**src/design/vecmat_macros.svh**
```systemverilog
`ifndef VECMAT_MACROS_SVH
`define VECMAT_MACROS_SVH

// ====================
// Datapath geometry
// ====================

// Elements per chunk
`define VM_LANES 32

// Signed Q7.8 element
`define VM_DATA_W 16
`define VM_FRAC 8

`endif

```
**src/design/vecmat_pkg.sv**
```systemverilog
`include "vecmat_macros.svh"

package vecmat_pkg;

	// ====================
	// Types
	// ====================

	// One signed Q7.8 element
	typedef logic signed [`VM_DATA_W-1:0] lane_t;

	// Lane 0 sits in the low bits
	typedef lane_t [`VM_LANES-1:0] lane_vec_t;

	// Full-precision product of two lanes
	typedef logic signed [2*`VM_DATA_W-1:0] prod_t;

	// Control travelling with each chunk
	typedef struct packed {
		logic go;
		logic last;
	} stage_ctl_t;

	// Saturation limits
	localparam lane_t LANE_MAX = {1'b0, {(`VM_DATA_W-1){1'b1}}};
	localparam lane_t LANE_MIN = {1'b1, {(`VM_DATA_W-1){1'b0}}};

	// ====================
	// Arithmetic
	// ====================

	// Q7.8 multiply, truncate the low fraction bits, then clamp
	function automatic lane_t sat_mul(input lane_t a, input lane_t b);
		prod_t prod;
		logic [`VM_DATA_W-`VM_FRAC:0] head;
		lane_t res;

		prod = prod_t'(a) * prod_t'(b);
		// Bits above the kept window must all match its sign bit
		head = prod[2*`VM_DATA_W-1:`VM_DATA_W+`VM_FRAC-1];
		if (head == '0 || head == '1) begin
			res = prod[`VM_DATA_W+`VM_FRAC-1:`VM_FRAC];
		end else if (prod[2*`VM_DATA_W-1]) begin
			res = LANE_MIN;
		end else begin
			res = LANE_MAX;
		end
		return res;
	endfunction

	// Add with one guard bit, clamp on overflow
	function automatic lane_t sat_add(input lane_t a, input lane_t b);
		logic signed [`VM_DATA_W:0] s;
		lane_t res;

		s = (`VM_DATA_W+1)'(a) + (`VM_DATA_W+1)'(b);
		if (s[`VM_DATA_W] == s[`VM_DATA_W-1]) begin
			res = s[`VM_DATA_W-1:0];
		end else if (s[`VM_DATA_W]) begin
			res = LANE_MIN;
		end else begin
			res = LANE_MAX;
		end
		return res;
	endfunction

endpackage

```
**src/design/vecmat_add_32.sv**
```systemverilog
`include "vecmat_macros.svh"

module vecmat_add_32 (
	input logic clk,
	input logic reset,
	input vecmat_pkg::lane_vec_t product,
	input vecmat_pkg::stage_ctl_t ctl_in,
	output vecmat_pkg::lane_t sum,
	output vecmat_pkg::stage_ctl_t ctl_out
);

	import vecmat_pkg::*;

	localparam int L1_N = `VM_LANES / 2;
	localparam int L2_N = `VM_LANES / 4;
	localparam int L3_N = `VM_LANES / 8;
	localparam int L4_N = `VM_LANES / 16;

	lane_t lvl1 [L1_N];
	lane_t lvl2 [L2_N];
	lane_t lvl2_q [L2_N];
	lane_t lvl3 [L3_N];
	lane_t lvl4 [L4_N];
	lane_t lvl5;
	stage_ctl_t ctl_mid;

	// ====================
	// Levels 1 and 2
	// ====================

	// Adjacent pairs, so lane 2j meets lane 2j+1
	genvar j;
	generate
		for (j = 0; j < L1_N; j++) begin : g_lvl1
			assign lvl1[j] = sat_add(product[2*j], product[2*j+1]);
		end
		for (j = 0; j < L2_N; j++) begin : g_lvl2
			assign lvl2[j] = sat_add(lvl1[2*j], lvl1[2*j+1]);
		end
	endgenerate

	// Mid-tree register
	always_ff @(posedge clk) begin
		for (int k = 0; k < L2_N; k++) begin
			lvl2_q[k] <= lvl2[k];
		end
	end

	always_ff @(posedge clk) begin
		if (!reset) begin
			ctl_mid <= '0;
		end else begin
			ctl_mid <= ctl_in;
		end
	end

	// ====================
	// Levels 3 to 5
	// ====================

	generate
		for (j = 0; j < L3_N; j++) begin : g_lvl3
			assign lvl3[j] = sat_add(lvl2_q[2*j], lvl2_q[2*j+1]);
		end
		for (j = 0; j < L4_N; j++) begin : g_lvl4
			assign lvl4[j] = sat_add(lvl3[2*j], lvl3[2*j+1]);
		end
	endgenerate

	assign lvl5 = sat_add(lvl4[0], lvl4[1]);

	// Tree output register
	always_ff @(posedge clk) begin
		sum <= lvl5;
	end

	always_ff @(posedge clk) begin
		if (!reset) begin
			ctl_out <= '0;
		end else begin
			ctl_out <= ctl_mid;
		end
	end

endmodule

```
**config.mk**
```make
export PLATFORM = sky130hd
export DESIGN_NAME = vecmat_add_32
export DESIGN_NICKNAME = d
export VERILOG_FILES = /design/src/design/vecmat_pkg.sv /design/src/design/vecmat_add_32.sv
export VERILOG_INCLUDE_DIRS = /design/src /design/src/design
export SDC_FILE = /design/constraint.sdc
export NUM_CORES = 1
export LEC_CHECK = 0
export BUFFER_PORTS_ARGS = -buffer_cell sky130_fd_sc_hd__buf_2
export CORE_MARGIN = 3
export CORE_UTILIZATION = 43
export DETAILED_ROUTE_END_ITERATION = 16
export GPL_TIMING_DRIVEN = 0
export PLACE_DENSITY = 0.73
export SLEW_MARGIN = 5
export SYNTH_ARGS = -nofsm -noshare
export SYNTH_HDL_FRONTEND = slang
export SYNTH_SLANG_ARGS = --single-unit
export TNS_END_PERCENT = 20
```
**constraint.sdc**
```tcl
create_clock -name clk -period 10.7 [get_ports clk]
set_input_delay 0.535 -clock clk [delete_from_list [all_inputs] [get_ports clk]]
set_output_delay 0.535 -clock clk [all_outputs]
set_load 0.05 [all_outputs]
```
==> flow_summary.ini <==
[yosys]
ys_types = 91
synthCells = 3840
ys_warn_count = 0
synth_edf_count = 0
synth_top_area_share_pct = 21.2
synth-async-reset-ratio_pct = 0
ys_seq_area_share_pct = 10.1
yosysMostFrequentCell = ha_1
synth_area_per_cell_um2 = 7.63
synth_fp_nets = 4883
synth_ff_type = dfxtp_1
ys_ff_latch = 148
yosys.area.top_type = ha_1
synthTopCellsByArea = ha_1 21%, dfxtp_1 10%, o21ai_0 7.0%
synth_area_um2 = 29300
synth_common_cells = 496 x ha_1, 411 x o21ai_0, 403 x a21oi_1

[timing]
slew_violations = 0
max_freq_mhz = 111
slew_headroom_pct = 42.5
worstMarginPinSlew_ns = 0.851
final_hold_viol_count = 0
rsz0062_at_grt = false
setup_viol = 0
setup_tns_ns = 0
period_share_pct = 84.4
fin_skew_ns = 0.0105
fin_crit_ns = 9.03

[route]
ant_nets = 0
drt_iter0_drc = 1749
wl_per_cell_um = 15.6
viasPerCell = 5.61
firstDrtPassIters = 6
num_vias = 29600
drcViolationCount = 0
wl_mm = 82.6

[clock_tree]
cts.clk_slew.worst_paths_ns = 0.07
cts_setup_buffers = 0
clock_latency_ns = 0.43
cts_buffers = 17
clock_sinks = 148
postCtsHoldBufs = 0
cts-resized-gates = 0
clockRootBuffer = clkbuf_16
max-clock-path-buffers = 2
h-tree-depth = 4
tritoncts = yes

[die]
initial_core_util_pct = 43.5
die_area_um2 = 71300
fp.coreArea_um2 = 67300
io_pins = 534
rows = 95
die_w_um = 267
die_height_um = 267

[worst_setup_path]
path_delay_family = compound AO/OA/AOI/OAI gates
crit_type = reg2reg
required_ns = 10.97
r2r-start = lvl2_q[0][32]
crit_start = lvl2_q[0][32]
start_kind = flop
worst_path_max_delay_cell = o21ai_0
cp_max_fo = 10
critPathBufInv = 3
max_stage_delay_ns = 0.47
cp_num_cells = 32
path_common_cell = o21ai_0
crit_arrival_ns = 9.30
crit_path_end_kind = flop
reg2regPathDepth = 32

[global_routing]
track_usage_pct = 21.9
grt_pass1_wl_mm = 132
overflow = 0
grt_max_degree = 17
antenna_found_initial = 1
first_global_vias = 27500

[outcome]
status = complete, no violations

[layout]
nets = 5435
synthToLayoutAreaGrowth_pct = 15.0
nFillCells = 6653
layout-drive-gt1-share_pct = 15.3
post-route-util_pct = 50.1

[placed_design]
place.gp.congestion = 0.921
place.detailed.hpwl_mm = 71.0
portBuffers = 533

[min_path]
worst_hold_path_type = in2reg
hold_start = ctl_in[1]
hold-path-cell-count = 2

[job]
maxCapViolations = 0
## worst register-to-register path, delay by kind of cell (launching register included)
family / cells / cell delay [ns]
compound gates: 19 / 5.23
buf+inv: 3 / 0.64
flops: 1 / 0.31
fa+ha+maj: 5 / 1.59
simple gates: 5 / 1.09
## cells by family (layout without fill, tap and decap cells)
logic type / count (synthesis) / in the layout / share of synthesized area (%)
adders and majority gates: 601 / 601 / 25.8
xor gates and xnor gates: 382 / 382 / 11.4
DFF: 148 / 148 / 10.1
muxes: 24 / 24 / 0.867
and+or+nand+nor: 846 / 846 / 13.9
buffers and inverters: 266 / 831 / 3.52
other: 0 / 1 / 0
AOI/OAI and AO/OA: 1573 / 1573 / 34.3
## routing by layer
metal | track usage (%) | wire, um | vias to the layer above
met4 | 5.01 | 1550 | 0
met1 | 29.1 | 38900 | 13500
met3 | 2.41 | 3310 | 85
met2 | 38.1 | 38900 | 653
met5 | 0 | 0 | -
li1 | - | - | 15400
## state kept, by name, indices dropped and copies added (netlist names)
signal / count
lvl2_q: 128
ctl_out: 2
ctl_mid: 2
sum: 16
## worst paths after layout
kind / end / slack [ns]
worst max-delay path: sum[4] / 1.67
worst min register to register: ctl_out[1] / 0.44
worst min-delay path: ctl_mid[1] / 0.32
worst max register to register: sum[4] / 1.67
## metrics by stage
stage / worst slack (ns) / hold slack (ns) / std cells / cell area (um^2)
6_report: 1.67 / 0.321 / 5279 / 33700
5_1_grt: 1.07 / 0.299 / 5279 / 33700
4_1_cts: 1.80 / 0.296 / 5278 / 33700
3_5_place_dp: 1.86 / 0.426 / 5246 / 33100
3_3_place_gp: 1.90 / 0.416 / 5246 / 33100
2_1_floorplan: 3.40 / 0.412 / 3840 / 29300
## cell usage in the layout, fill, tap and decap left out, types with 11 or more instances in the layout
cell type	count
nor3_1	65
maj3_1	74
o21a_1	96
o31ai_1	38
mux2_2	11
a21o_1	259
a21oi_1	403
nor2b_1	34
fa_1	31
nand3_1	81
o21ai_0	411
xor2_1	164
and3_1	29
o22ai_1	12
o211ai_1	39
or3_1	29
mux2i_1	13
a211oi_1	33
ha_1	496
nand2b_1	64
and2_1	23
a31oi_1	39
nand4_1	28
nand2_1	193
a21oi_2	12
inv_1	174
clkbuf_16	17
nor2_1	241
clkbuf_1	76
o21bai_1	39
xnor2_1	218
dfxtp_1	148
or2_2	28
a31o_2	22
buf_2	548
## cell type report
class / count / area [um^2] / area share (%)
Antenna cell: 1 / 2.50 / 0.00743
Buffer: 92 / 379 / 1.13
Clock buffer: 18 / 429 / 1.27
Clock inverter: 14 / 200 / 0.594
Inverter: 174 / 653 / 1.94
Multi-Input combinational cell: 3426 / 25300 / 75.1
Sequential cell: 148 / 2960 / 8.80
Tap cell: 873 / 1090 / 3.24
Timing Repair Buffer: 533 / 2670 / 7.92
Power is not shown: default switching activity piles up to over one toggle a cycle in this logic, so the estimate is an artifact.
