`config.mk`:
```
export PLATFORM = sky130hd
export DESIGN_NAME = vecmat_acc
export DESIGN_NICKNAME = d
export VERILOG_FILES = /design/src/design/vecmat_pkg.sv /design/src/design/vecmat_acc.sv
export VERILOG_INCLUDE_DIRS = /design/src /design/src/design
export SDC_FILE = /design/constraint.sdc
export NUM_CORES = 1
export LEC_CHECK = 0
export BUFFER_PORTS_ARGS = -buffer_cell sky130_fd_sc_hd__clkbuf_2
export CAP_MARGIN = 5
export CORE_UTILIZATION = 54
export DETAILED_ROUTE_END_ITERATION = 10
export GPL_TIMING_DRIVEN = 0
export PLACE_DENSITY = 0.86
export SETUP_SLACK_MARGIN = 0.2
export SLEW_MARGIN = 25
export SYNTH_ARGS = -nofsm -noshare
export SYNTH_HDL_FRONTEND = slang
export SYNTH_SLANG_ARGS = --single-unit
```
`constraint.sdc`:
```
create_clock -name clk -period 5.1 [get_ports clk]
set_input_delay 0 -clock clk [delete_from_list [all_inputs] [get_ports clk]]
set_output_delay 0 -clock clk [all_outputs]
set_load 0.02 [all_outputs]
```
`src/design/vecmat_macros.svh`:
```
`ifndef VECMAT_MACROS_SVH
`define VECMAT_MACROS_SVH

// ====================
// Datapath geometry
// ====================

// Elements per chunk
`define VM_LANES 32

// Signed Q7.8 element
`define VM_DATA_W 16
`define VM_FRAC 8

`endif

```
`src/design/vecmat_pkg.sv`:
```
`include "vecmat_macros.svh"

package vecmat_pkg;

	// ====================
	// Types
	// ====================

	// One signed Q7.8 element
	typedef logic signed [`VM_DATA_W-1:0] lane_t;

	// Lane 0 sits in the low bits
	typedef lane_t [`VM_LANES-1:0] lane_vec_t;

	// Full-precision product of two lanes
	typedef logic signed [2*`VM_DATA_W-1:0] prod_t;

	// Control travelling with each chunk
	typedef struct packed {
		logic go;
		logic last;
	} stage_ctl_t;

	// Saturation limits
	localparam lane_t LANE_MAX = {1'b0, {(`VM_DATA_W-1){1'b1}}};
	localparam lane_t LANE_MIN = {1'b1, {(`VM_DATA_W-1){1'b0}}};

	// ====================
	// Arithmetic
	// ====================

	// Q7.8 multiply, truncate the low fraction bits, then clamp
	function automatic lane_t sat_mul(input lane_t a, input lane_t b);
		prod_t prod;
		logic [`VM_DATA_W-`VM_FRAC:0] head;
		lane_t res;

		prod = prod_t'(a) * prod_t'(b);
		// Bits above the kept window must all match its sign bit
		head = prod[2*`VM_DATA_W-1:`VM_DATA_W+`VM_FRAC-1];
		if (head == '0 || head == '1) begin
			res = prod[`VM_DATA_W+`VM_FRAC-1:`VM_FRAC];
		end else if (prod[2*`VM_DATA_W-1]) begin
			res = LANE_MIN;
		end else begin
			res = LANE_MAX;
		end
		return res;
	endfunction

	// Add with one guard bit, clamp on overflow
	function automatic lane_t sat_add(input lane_t a, input lane_t b);
		logic signed [`VM_DATA_W:0] s;
		lane_t res;

		s = (`VM_DATA_W+1)'(a) + (`VM_DATA_W+1)'(b);
		if (s[`VM_DATA_W] == s[`VM_DATA_W-1]) begin
			res = s[`VM_DATA_W-1:0];
		end else if (s[`VM_DATA_W]) begin
			res = LANE_MIN;
		end else begin
			res = LANE_MAX;
		end
		return res;
	endfunction

endpackage

```
`src/design/vecmat_acc.sv`:
```
module vecmat_acc (
	input logic clk,
	input logic reset,
	input vecmat_pkg::lane_t sum,
	input vecmat_pkg::stage_ctl_t ctl_in,
	output vecmat_pkg::lane_t data_out,
	output logic done
);

	import vecmat_pkg::*;

	// Sum of the chunks seen so far in this dot product
	lane_t running;
	lane_t total;

	// ====================
	// Accumulate
	// ====================

	// Includes the chunk arriving now
	assign total = sat_add(running, sum);

	always_ff @(posedge clk) begin
		if (!reset) begin
			running <= '0;
		end else if (ctl_in.go) begin
			// Last chunk closes the row, next row starts from zero
			if (ctl_in.last) begin
				running <= '0;
			end else begin
				running <= total;
			end
		end
	end

	// ====================
	// Result
	// ====================

	// Holds until the next completed row
	always_ff @(posedge clk) begin
		if (!reset) begin
			data_out <= '0;
		end else if (ctl_in.go && ctl_in.last) begin
			data_out <= total;
		end
	end

	// One-cycle strobe with the new data_out
	always_ff @(posedge clk) begin
		if (!reset) begin
			done <= 1'b0;
		end else begin
			done <= ctl_in.go & ctl_in.last;
		end
	end

endmodule

```
==> results of run 1 <==
[state kept, by name, summed over array words and instances (netlist names)]
register,flops
running,16
data_out,16
done,1
[placed cells by master, fill, tap and decap left out, types with 5 or more instances in the layout]
cell type and count:
inv_1 6, nand2_1 37, xnor2_1 7, o21a_1 5, o21ai_0 8, and3_1 6, a21oi_1 19, ha_1 16
clkbuf_8 6, a21o_1 8, clkbuf_2 36, nand3_1 5, o21ai_1 27, dfxtp_1 33, nor2_1 11
[worst max-delay path, delay by kind of cell (launching register included)]
family / cells / cell delay (ns)
buf+inv: 2 / 0.31
flops: 1 / 0.34
compound gates: 5 / 1.29
simple gates: 2 / 0.28
fa+ha+maj: 2 / 0.63
[area by class of cell]
type | count | share of cell area (%)
Sequential cell | 33 | 27.04
Buffer | 12 | 3.175
Tap cell | 48 | 2.458
Clock inverter | 1 | 1.229
Inverter | 6 | 0.9217
Timing Repair Buffer | 36 | 7.373
Multi-Input combinational cell | 201 | 54.28
Clock buffer | 7 | 3.533
[layer usage]
layer  share of wire [%]  wire (um)
met1                  42       2159
met2                  49       2509
met3                 6.9        352
met4                 2.1        107
met5                   0          0
[cells by family after synthesis]
group                    after synthesis  share of synthesized area [%]
AND/OR/NAND/NOR                       78                          18.05
XOR/XNOR                              10                          4.197
AO/OA/AOI/OAI                         90                          27.64
buffers and inverters                 18                          4.796
adder cells (fa/ha/maj)               21                          12.71
multiplexers                           2                         0.9593
flip-flops                            33                          31.65
[per-stage QoR]
step                power (W)  worst slack (ns)  instances
CTS                 0.0007621             2.184        344
global route        0.0008022             1.971        344
detailed placement  0.0005009             2.289        336
global placement    0.0004953             2.349        336
finish              0.0007675             2.169        344
floorplan           0.0004475             2.689        252
[cells in the mapped netlist, types with 2 or more instances]
library cell | number | area [um^2]
xnor2_1 | 7 | 61.31
nor2b_1 | 3 | 18.77
o211ai_1 | 3 | 22.52
o21ai_1 | 27 | 135.1
nand2b_1 | 3 | 18.77
o21a_1 | 5 | 37.54
mux2i_1 | 2 | 20.02
maj3_2 | 4 | 45.04
dfxtp_1 | 33 | 660.6
and3_1 | 6 | 37.54
o21ai_0 | 8 | 40.04
and2_1 | 2 | 12.51
buf_6 | 2 | 22.52
xor2_1 | 3 | 26.28
nand3_1 | 5 | 25.02
buf_2 | 2 | 10.01
clkbuf_1 | 3 | 11.26
a31oi_1 | 2 | 12.51
nand3b_1 | 2 | 15.01
nor3b_1 | 2 | 15.01
a21oi_1 | 19 | 95.09
a211oi_1 | 2 | 15.01
inv_1 | 6 | 22.52
nor2_1 | 11 | 41.29
ha_1 | 16 | 200.2
nand2_1 | 37 | 138.9
o31a_1 | 2 | 17.52
a21o_1 | 8 | 60.06
buf_4 | 4 | 30.03
[worst max-delay path by stage]
stage / startpoint / end / slack, ns / cells past startpoint
6_report: running[0] / running[10] / 2.17 / 11
5_1_grt: running[0] / running[10] / 1.97 / 11
4_1_cts: running[0] / running[10] / 2.18 / 11
3_5_place_dp: running[0] / running[10] / 2.29 / 11
3_3_place_gp: running[0] / running[15] / 2.35 / 11
2_1_floorplan: running[0] / running[15] / 2.69 / 11
[report_power, final]
part / internal (W) / switching, W / total [W]
registers: 0.000275 / 0.00000941 / 0.000285
logic: 0.0000878 / 0.000126 / 0.000214
clock network: 0.000159 / 0.000110 / 0.000269
==> impl_results.md, run 1 <==
* Starting density of the core at 56.58%
* Post-Layout Inst Area at 2444 um^2
* Port Buffers at 36
* Top Usage Layer GRT: met2
* Cts-stage hold buffer count at 0
* Routing usage on met3 at 8.036%
* WS Path Type: reg -> reg
* Via count at 2035
* Yosys warns at 0
* Via density per instance at 5.916
* HP Start: reset
* Setup_tns at 0 ns
* Reg area at 660.6 um^2
* Cells along the critical path: ha_1, inv_1, fa_1, nor2b_1, o31a_1, o31a_1, nand2_1, a32oi_2, o21ai_1, buf_2, o21ai_1
* EDFF count, synth at 0
* Setup crit end kind: register
* Final Hold Vio Count at 0
* Vias in the first global route at 1913
* RR Endpoint: running[10]
* Die width at 64.17 um
* Final critical-path required period at 2.931 ns
* Synth Flop Type: dfxtp_1
* Gr ovfl total at 0
* CTS tree: built
* Share of cells above drive strength 1 at 21.28%
* Netlist cell types at 52
* Synth Net Count at 289
* Multi-input gate area at 1326 um^2
* Count of boundary I/O pins at 37
* ANT cells at 0
* Slew HR at 59.63%
* Slew @ Worst Pin at 0.6056 ns
* CTS H-tree depth at 2
* DR pass1 iterations at 4
* Worst Path Required at 5.33 ns
* Outcome: complete, no violations
* Post-synthesis cell area at 2087 um^2
* R2R Path Start: running[0]
* CTS Buf Count at 5
* Min-Delay Path Depth at 2
* Maxcap violations at 0
* Postcts setup bufs at 0
* Data arrival time of the critical path at 3.16 ns
* Dpl cell area at 2327 um^2
* Final max-slew violation count at 0
* Height of the die at 64.17 um
* R2R cell count at 11
* GRT Total Usage at 26.40%
* # rows at 22
* Slowest cell on crit path: a32oi_2
* DRC viols at 0
* Initial antenna violation count at 0
* Antenna Nets Post-Route at 0
* Die area at 4117 um^2
* Largest net degree at the start of global routing at 11
* FF-to-FF setup slack at 2.17 ns
* DP HPWL at 3759 um
* Slowest stage delay, CP at 0.45 ns
* Fmax at 341.2 MHz
* Final setup viols at 0
* Core footprint at 3689 um^2
* CTS Sinks at 33
* Global Route met2 Usage at 46.54%
* End of the worst hold path: done
* Largest fanout on the critical path at 10
* RePlAce Congestion at 0.8882
* Clock latency on the worst-skew pair at 0.30 ns
* FF+latch count, synth at 33
* Clk slew on worst S/H paths at 0.08 ns
* Peak VDD IR at 0.0001754 V
* Global-route wire length before repair at 8328 um
* CTS Buffer Depth at 2
* Final Skew at 0.006394 ns
* Post-layout net count at 332
* DR WL/cell at 14.91 um
* Post-Synthesis Cells at 252
* Initial DRC Count at 80
* PostCTS Resize Cnt at 0
* Startpoint types: register
* Final design utilization at 66.25%
* Pwr dens at 314.1 nW/um^2
* Leak pwr at 1.117 nW
* RSZ-0062 raised after global routing: no
* Asr flop ratio synth at 0%
* Final wirelength at 5128 um
* Synth-to-layout area growth at 17.09%
* Final Hold Slack at 0.01044 ns
* # fillers at 321
* CTS Root Cell: clkbuf_8
* Sequential fraction of the synthesis area at 31.65%
* Fin crit share at 57.46%
* Type of the worst min-delay path: in -> reg
* Synth Area per Inst at 8.282 um^2
* GRT met1 Usage at 29.60%
(Power assumes the default switching activity.)
==> run 2: changes to the inputs <==
--- a/config.mk
+++ b/config.mk
@@ -8,10 +8,10 @@
 export LEC_CHECK = 0
 export BUFFER_PORTS_ARGS = -buffer_cell sky130_fd_sc_hd__clkbuf_2
 export CAP_MARGIN = 5
-export CORE_UTILIZATION = 54
+export CORE_UTILIZATION = 50
 export DETAILED_ROUTE_END_ITERATION = 10
 export GPL_TIMING_DRIVEN = 0
-export PLACE_DENSITY = 0.86
+export PLACE_DENSITY = 0.84
 export SETUP_SLACK_MARGIN = 0.2
 export SLEW_MARGIN = 25
 export SYNTH_ARGS = -nofsm -noshare
==> constraint.sdc (replaced) <==
create_clock -name clk -period 2.4 [get_ports clk]
set_input_delay 0 -clock clk [delete_from_list [all_inputs] [get_ports clk]]
set_output_delay 0 -clock clk [all_outputs]
set_load 0.02 [all_outputs]
==> run 2 against run 1 <==
Net effect:
- the run now ends with setup timing left
- setup slack got worse by 2.2 ns
- fmax rose by 18%
- routed wire length rose by 24%
- largest cell class unchanged
- power rose by 120%
- sequential power rose by 110%
- clock power rose by 66%
- first-iteration DRC count rose by 70%
- critical endpoint is now running[6]
- clock skew rose by 0.0062 ns
- critical path depth rose by 1
- global-route usage fell by 1.1 points
- die area rose by 7.8%
- hold slack improved by 0.069 ns
==> impl_results.md, run 2 (synthesis results as in run 1) <==
* Fmax at 403.6 MHz (was 341.2 MHz)
* Fin worst setup slack at -0.07747 ns (was 2.169 ns)
* Most frequent cells in the layout: 36 x clkbuf_2, 35 x nand2_1, 29 x dfxtp_1 (was 37 x nand2_1, 36 x clkbuf_2, 33 x dfxtp_1)
* Final Hold Slack at 0.07908 ns (was 0.01044 ns)
* DR WL/cell at 17.58 um (was 14.91 um)
* Synth-to-layout area growth at 36.99% (was 17.09%)
* Via density per instance at 5.928 (was 5.916)
* Multi-input gate area at 1589 um^2 (was 1326 um^2)
* Starting density of the core at 52.17% (was 56.58%)
* R2R cell count at 12 (was 11)
* Worst Path Required at 2.60 ns (was 5.33 ns)
* Die width at 66.61 um (was 64.17 um)
* Failing checks: setup timing
* Peak VDD IR at 0.0004134 V (was 0.0001754 V)
* Post-layout net count at 348 (was 332)
* Core footprint at 4000 um^2 (was 3689 um^2)
* Via count at 2146 (was 2035)
* # fillers at 275 (was 321)
* # rows at 23 (was 22)
* Worst setup path endpoint: running[6] (was running[10])
* Port Buffers at 36 (unchanged)
* RSZ-0062 raised after global routing: yes (was no)
* Initial DRC Count at 136 (was 80)
* ANT cells at 0 (unchanged)
* Final Hold Vio Count at 0 (unchanged)
* Outcome: complete, but fails checks (was complete, no violations)
* Final setup viols at 14 (was 0)
* CTS H-tree depth at 2 (unchanged)
* Gr ovfl total at 0 (unchanged)
* Global-route wire length before repair at 8369 um (was 8328 um)
* CTS tree: built (unchanged)
* Most common cell after layout, fill and taps aside: clkbuf_2 (was nand2_1)
* Fin crit share at 103.2% (was 57.46%)
* Startpoint types: register (unchanged)
* GRT Total Usage at 25.26% (was 26.40%)
* Clock latency on the worst-skew pair at 0.31 ns (was 0.30 ns)
* Antenna Nets Post-Route at 0 (unchanged)
* CTS Buffer Depth at 2 (unchanged)
* CTS Sinks at 33 (unchanged)
* Pre-CTS setup slack at -0.3140 ns (was 2.289 ns)
* Clk slew on worst S/H paths at 0.08 ns (about the same)
* Die area at 4436 um^2 (was 4117 um^2)
* RR Endpoint: running[6] (was running[10])
* Final wirelength at 6364 um (was 5128 um)
* Final max-slew violation count at 0 (unchanged)
* FF-to-FF setup slack at -0.08 ns (was 2.17 ns)
* CTS Root Cell: clkbuf_8 (unchanged)
* Largest fanout on the critical path at 3 (was 10)
* DRC viols at 0 (unchanged)
* R2R Path Start: running[0] (unchanged)
* Type of the worst min-delay path: in -> reg (unchanged)
* PnR Total Power at 0.001689 W (was 0.0007675 W)
* Initial antenna violation count at 0 (unchanged)
* Setup crit end kind: register (unchanged)
* Slew @ Worst Pin at 0.5651 ns (was 0.6056 ns)
* Maxcap violations at 0 (unchanged)
* Share of cells above drive strength 1 at 39.74% (was 21.28%)
* Data arrival time of the critical path at 2.68 ns (was 3.16 ns)
* Reg area at 665.6 um^2 (was 660.6 um^2)
* RePlAce Congestion at 0.8834 (was 0.8882)
* Height of the die at 66.61 um (was 64.17 um)
* CTS Buf Count at 5 (unchanged)
* Pwr dens at 590.6 nW/um^2 (was 314.1 nW/um^2)
* WS Path Type: reg -> reg (unchanged)
* Leak pwr at 1.226 nW (was 1.117 nW)
* Vias in the first global route at 1836 (was 1913)
* Slew HR at 62.33% (was 59.63%)
* Largest net degree at the start of global routing at 13 (was 11)
* Count of boundary I/O pins at 37 (unchanged)
* DR pass1 iterations at 4 (unchanged)
* Crit path from: running[0] (unchanged)
* DP HPWL at 3711 um (was 3759 um)
* Largest regs: data_out x16, running x16, done x1 (unchanged)
* Final critical-path required period at 2.477 ns (was 2.931 ns)
* Final Skew at 0.01264 ns (was 0.006394 ns)
-- run 2: worst min path at each step --
stage,start,endpoint,slack [ns],cells after the start
after floorplan,ctl_in[1],done,0.17,1
after global placement,reset,done,0.34,2
after detailed placement,reset,done,0.34,2
after CTS,reset,done,0.09,2
after global routing,reset,done,0.11,2
final,ctl_in[0],running[15],0.08,3
-- run 2: critical path: stages, from the launching register on --
cell and delay (ns):
dfxtp_2 0.35, ha_4 0.17, inv_2 0.05, fa_2 0.22, nor2b_2 0.06, o31a_1 0.26, o31a_1 0.30, nand2_2 0.11
a32oi_4 0.13, buf_6 0.16, buf_6 0.12, maj3_2 0.29, a22o_1 0.17
-- run 2: layer usage --
layer | part of all wire [%] | routed length [um] | GRT usage [%]
met4 | 3.9 | 250 | 10.11
met1 | 40 | 2547 | 31.75
met5 | 0 | 0 | 0
met2 | 50 | 3178 | 41.16
met3 | 6.1 | 388 | 5.822
-- run 2: power by group --
part | leakage [nW] | total [W] | switching [W] | internal, W
Combinational | 0.918 | 0.000634 | 0.000354 | 0.000280
Sequential | 0.271 | 0.000609 | 0.0000226 | 0.000586
Clock | 0.0364 | 0.000446 | 0.000242 | 0.000204
Total | 1.23 | 0.00169 | 0.000619 | 0.00107
-- run 2: final cells by class --
cell class                      instances  area share (%)
Tap cell                               50           2.188
Buffer                                 12           3.807
Sequential cell                        33           23.28
Clock buffer                            5           2.407
Clock inverter                          3          0.7877
Inverter                                6          0.7877
Timing Repair Buffer                   52           11.16
Multi-Input combinational cell        201           55.58
-- run 2: timing repair --
item	4_1_cts	5_1_grt
gates cloned	1	2
pin swaps	8	9
resized for setup	23	33
setup buffers	6	7
hold buffers	0	0
setup endpoints to repair	32	32
-- run 2: stage by stage --
step / cell area [um^2] / TNS (ns) / util, % / cells
2_1_floorplan: 2177 / 0 / - / 252
3_3_place_gp: 2420 / -4.698 / 60.49 / 338
3_5_place_dp: 2420 / -7.027 / 60.49 / 338
4_1_cts: 2668 / -0.0004212 / 66.69 / 353
5_1_grt: 2859 / -2.138 / 71.47 / 362
6_report: 2859 / -0.3933 / 71.47 / 362
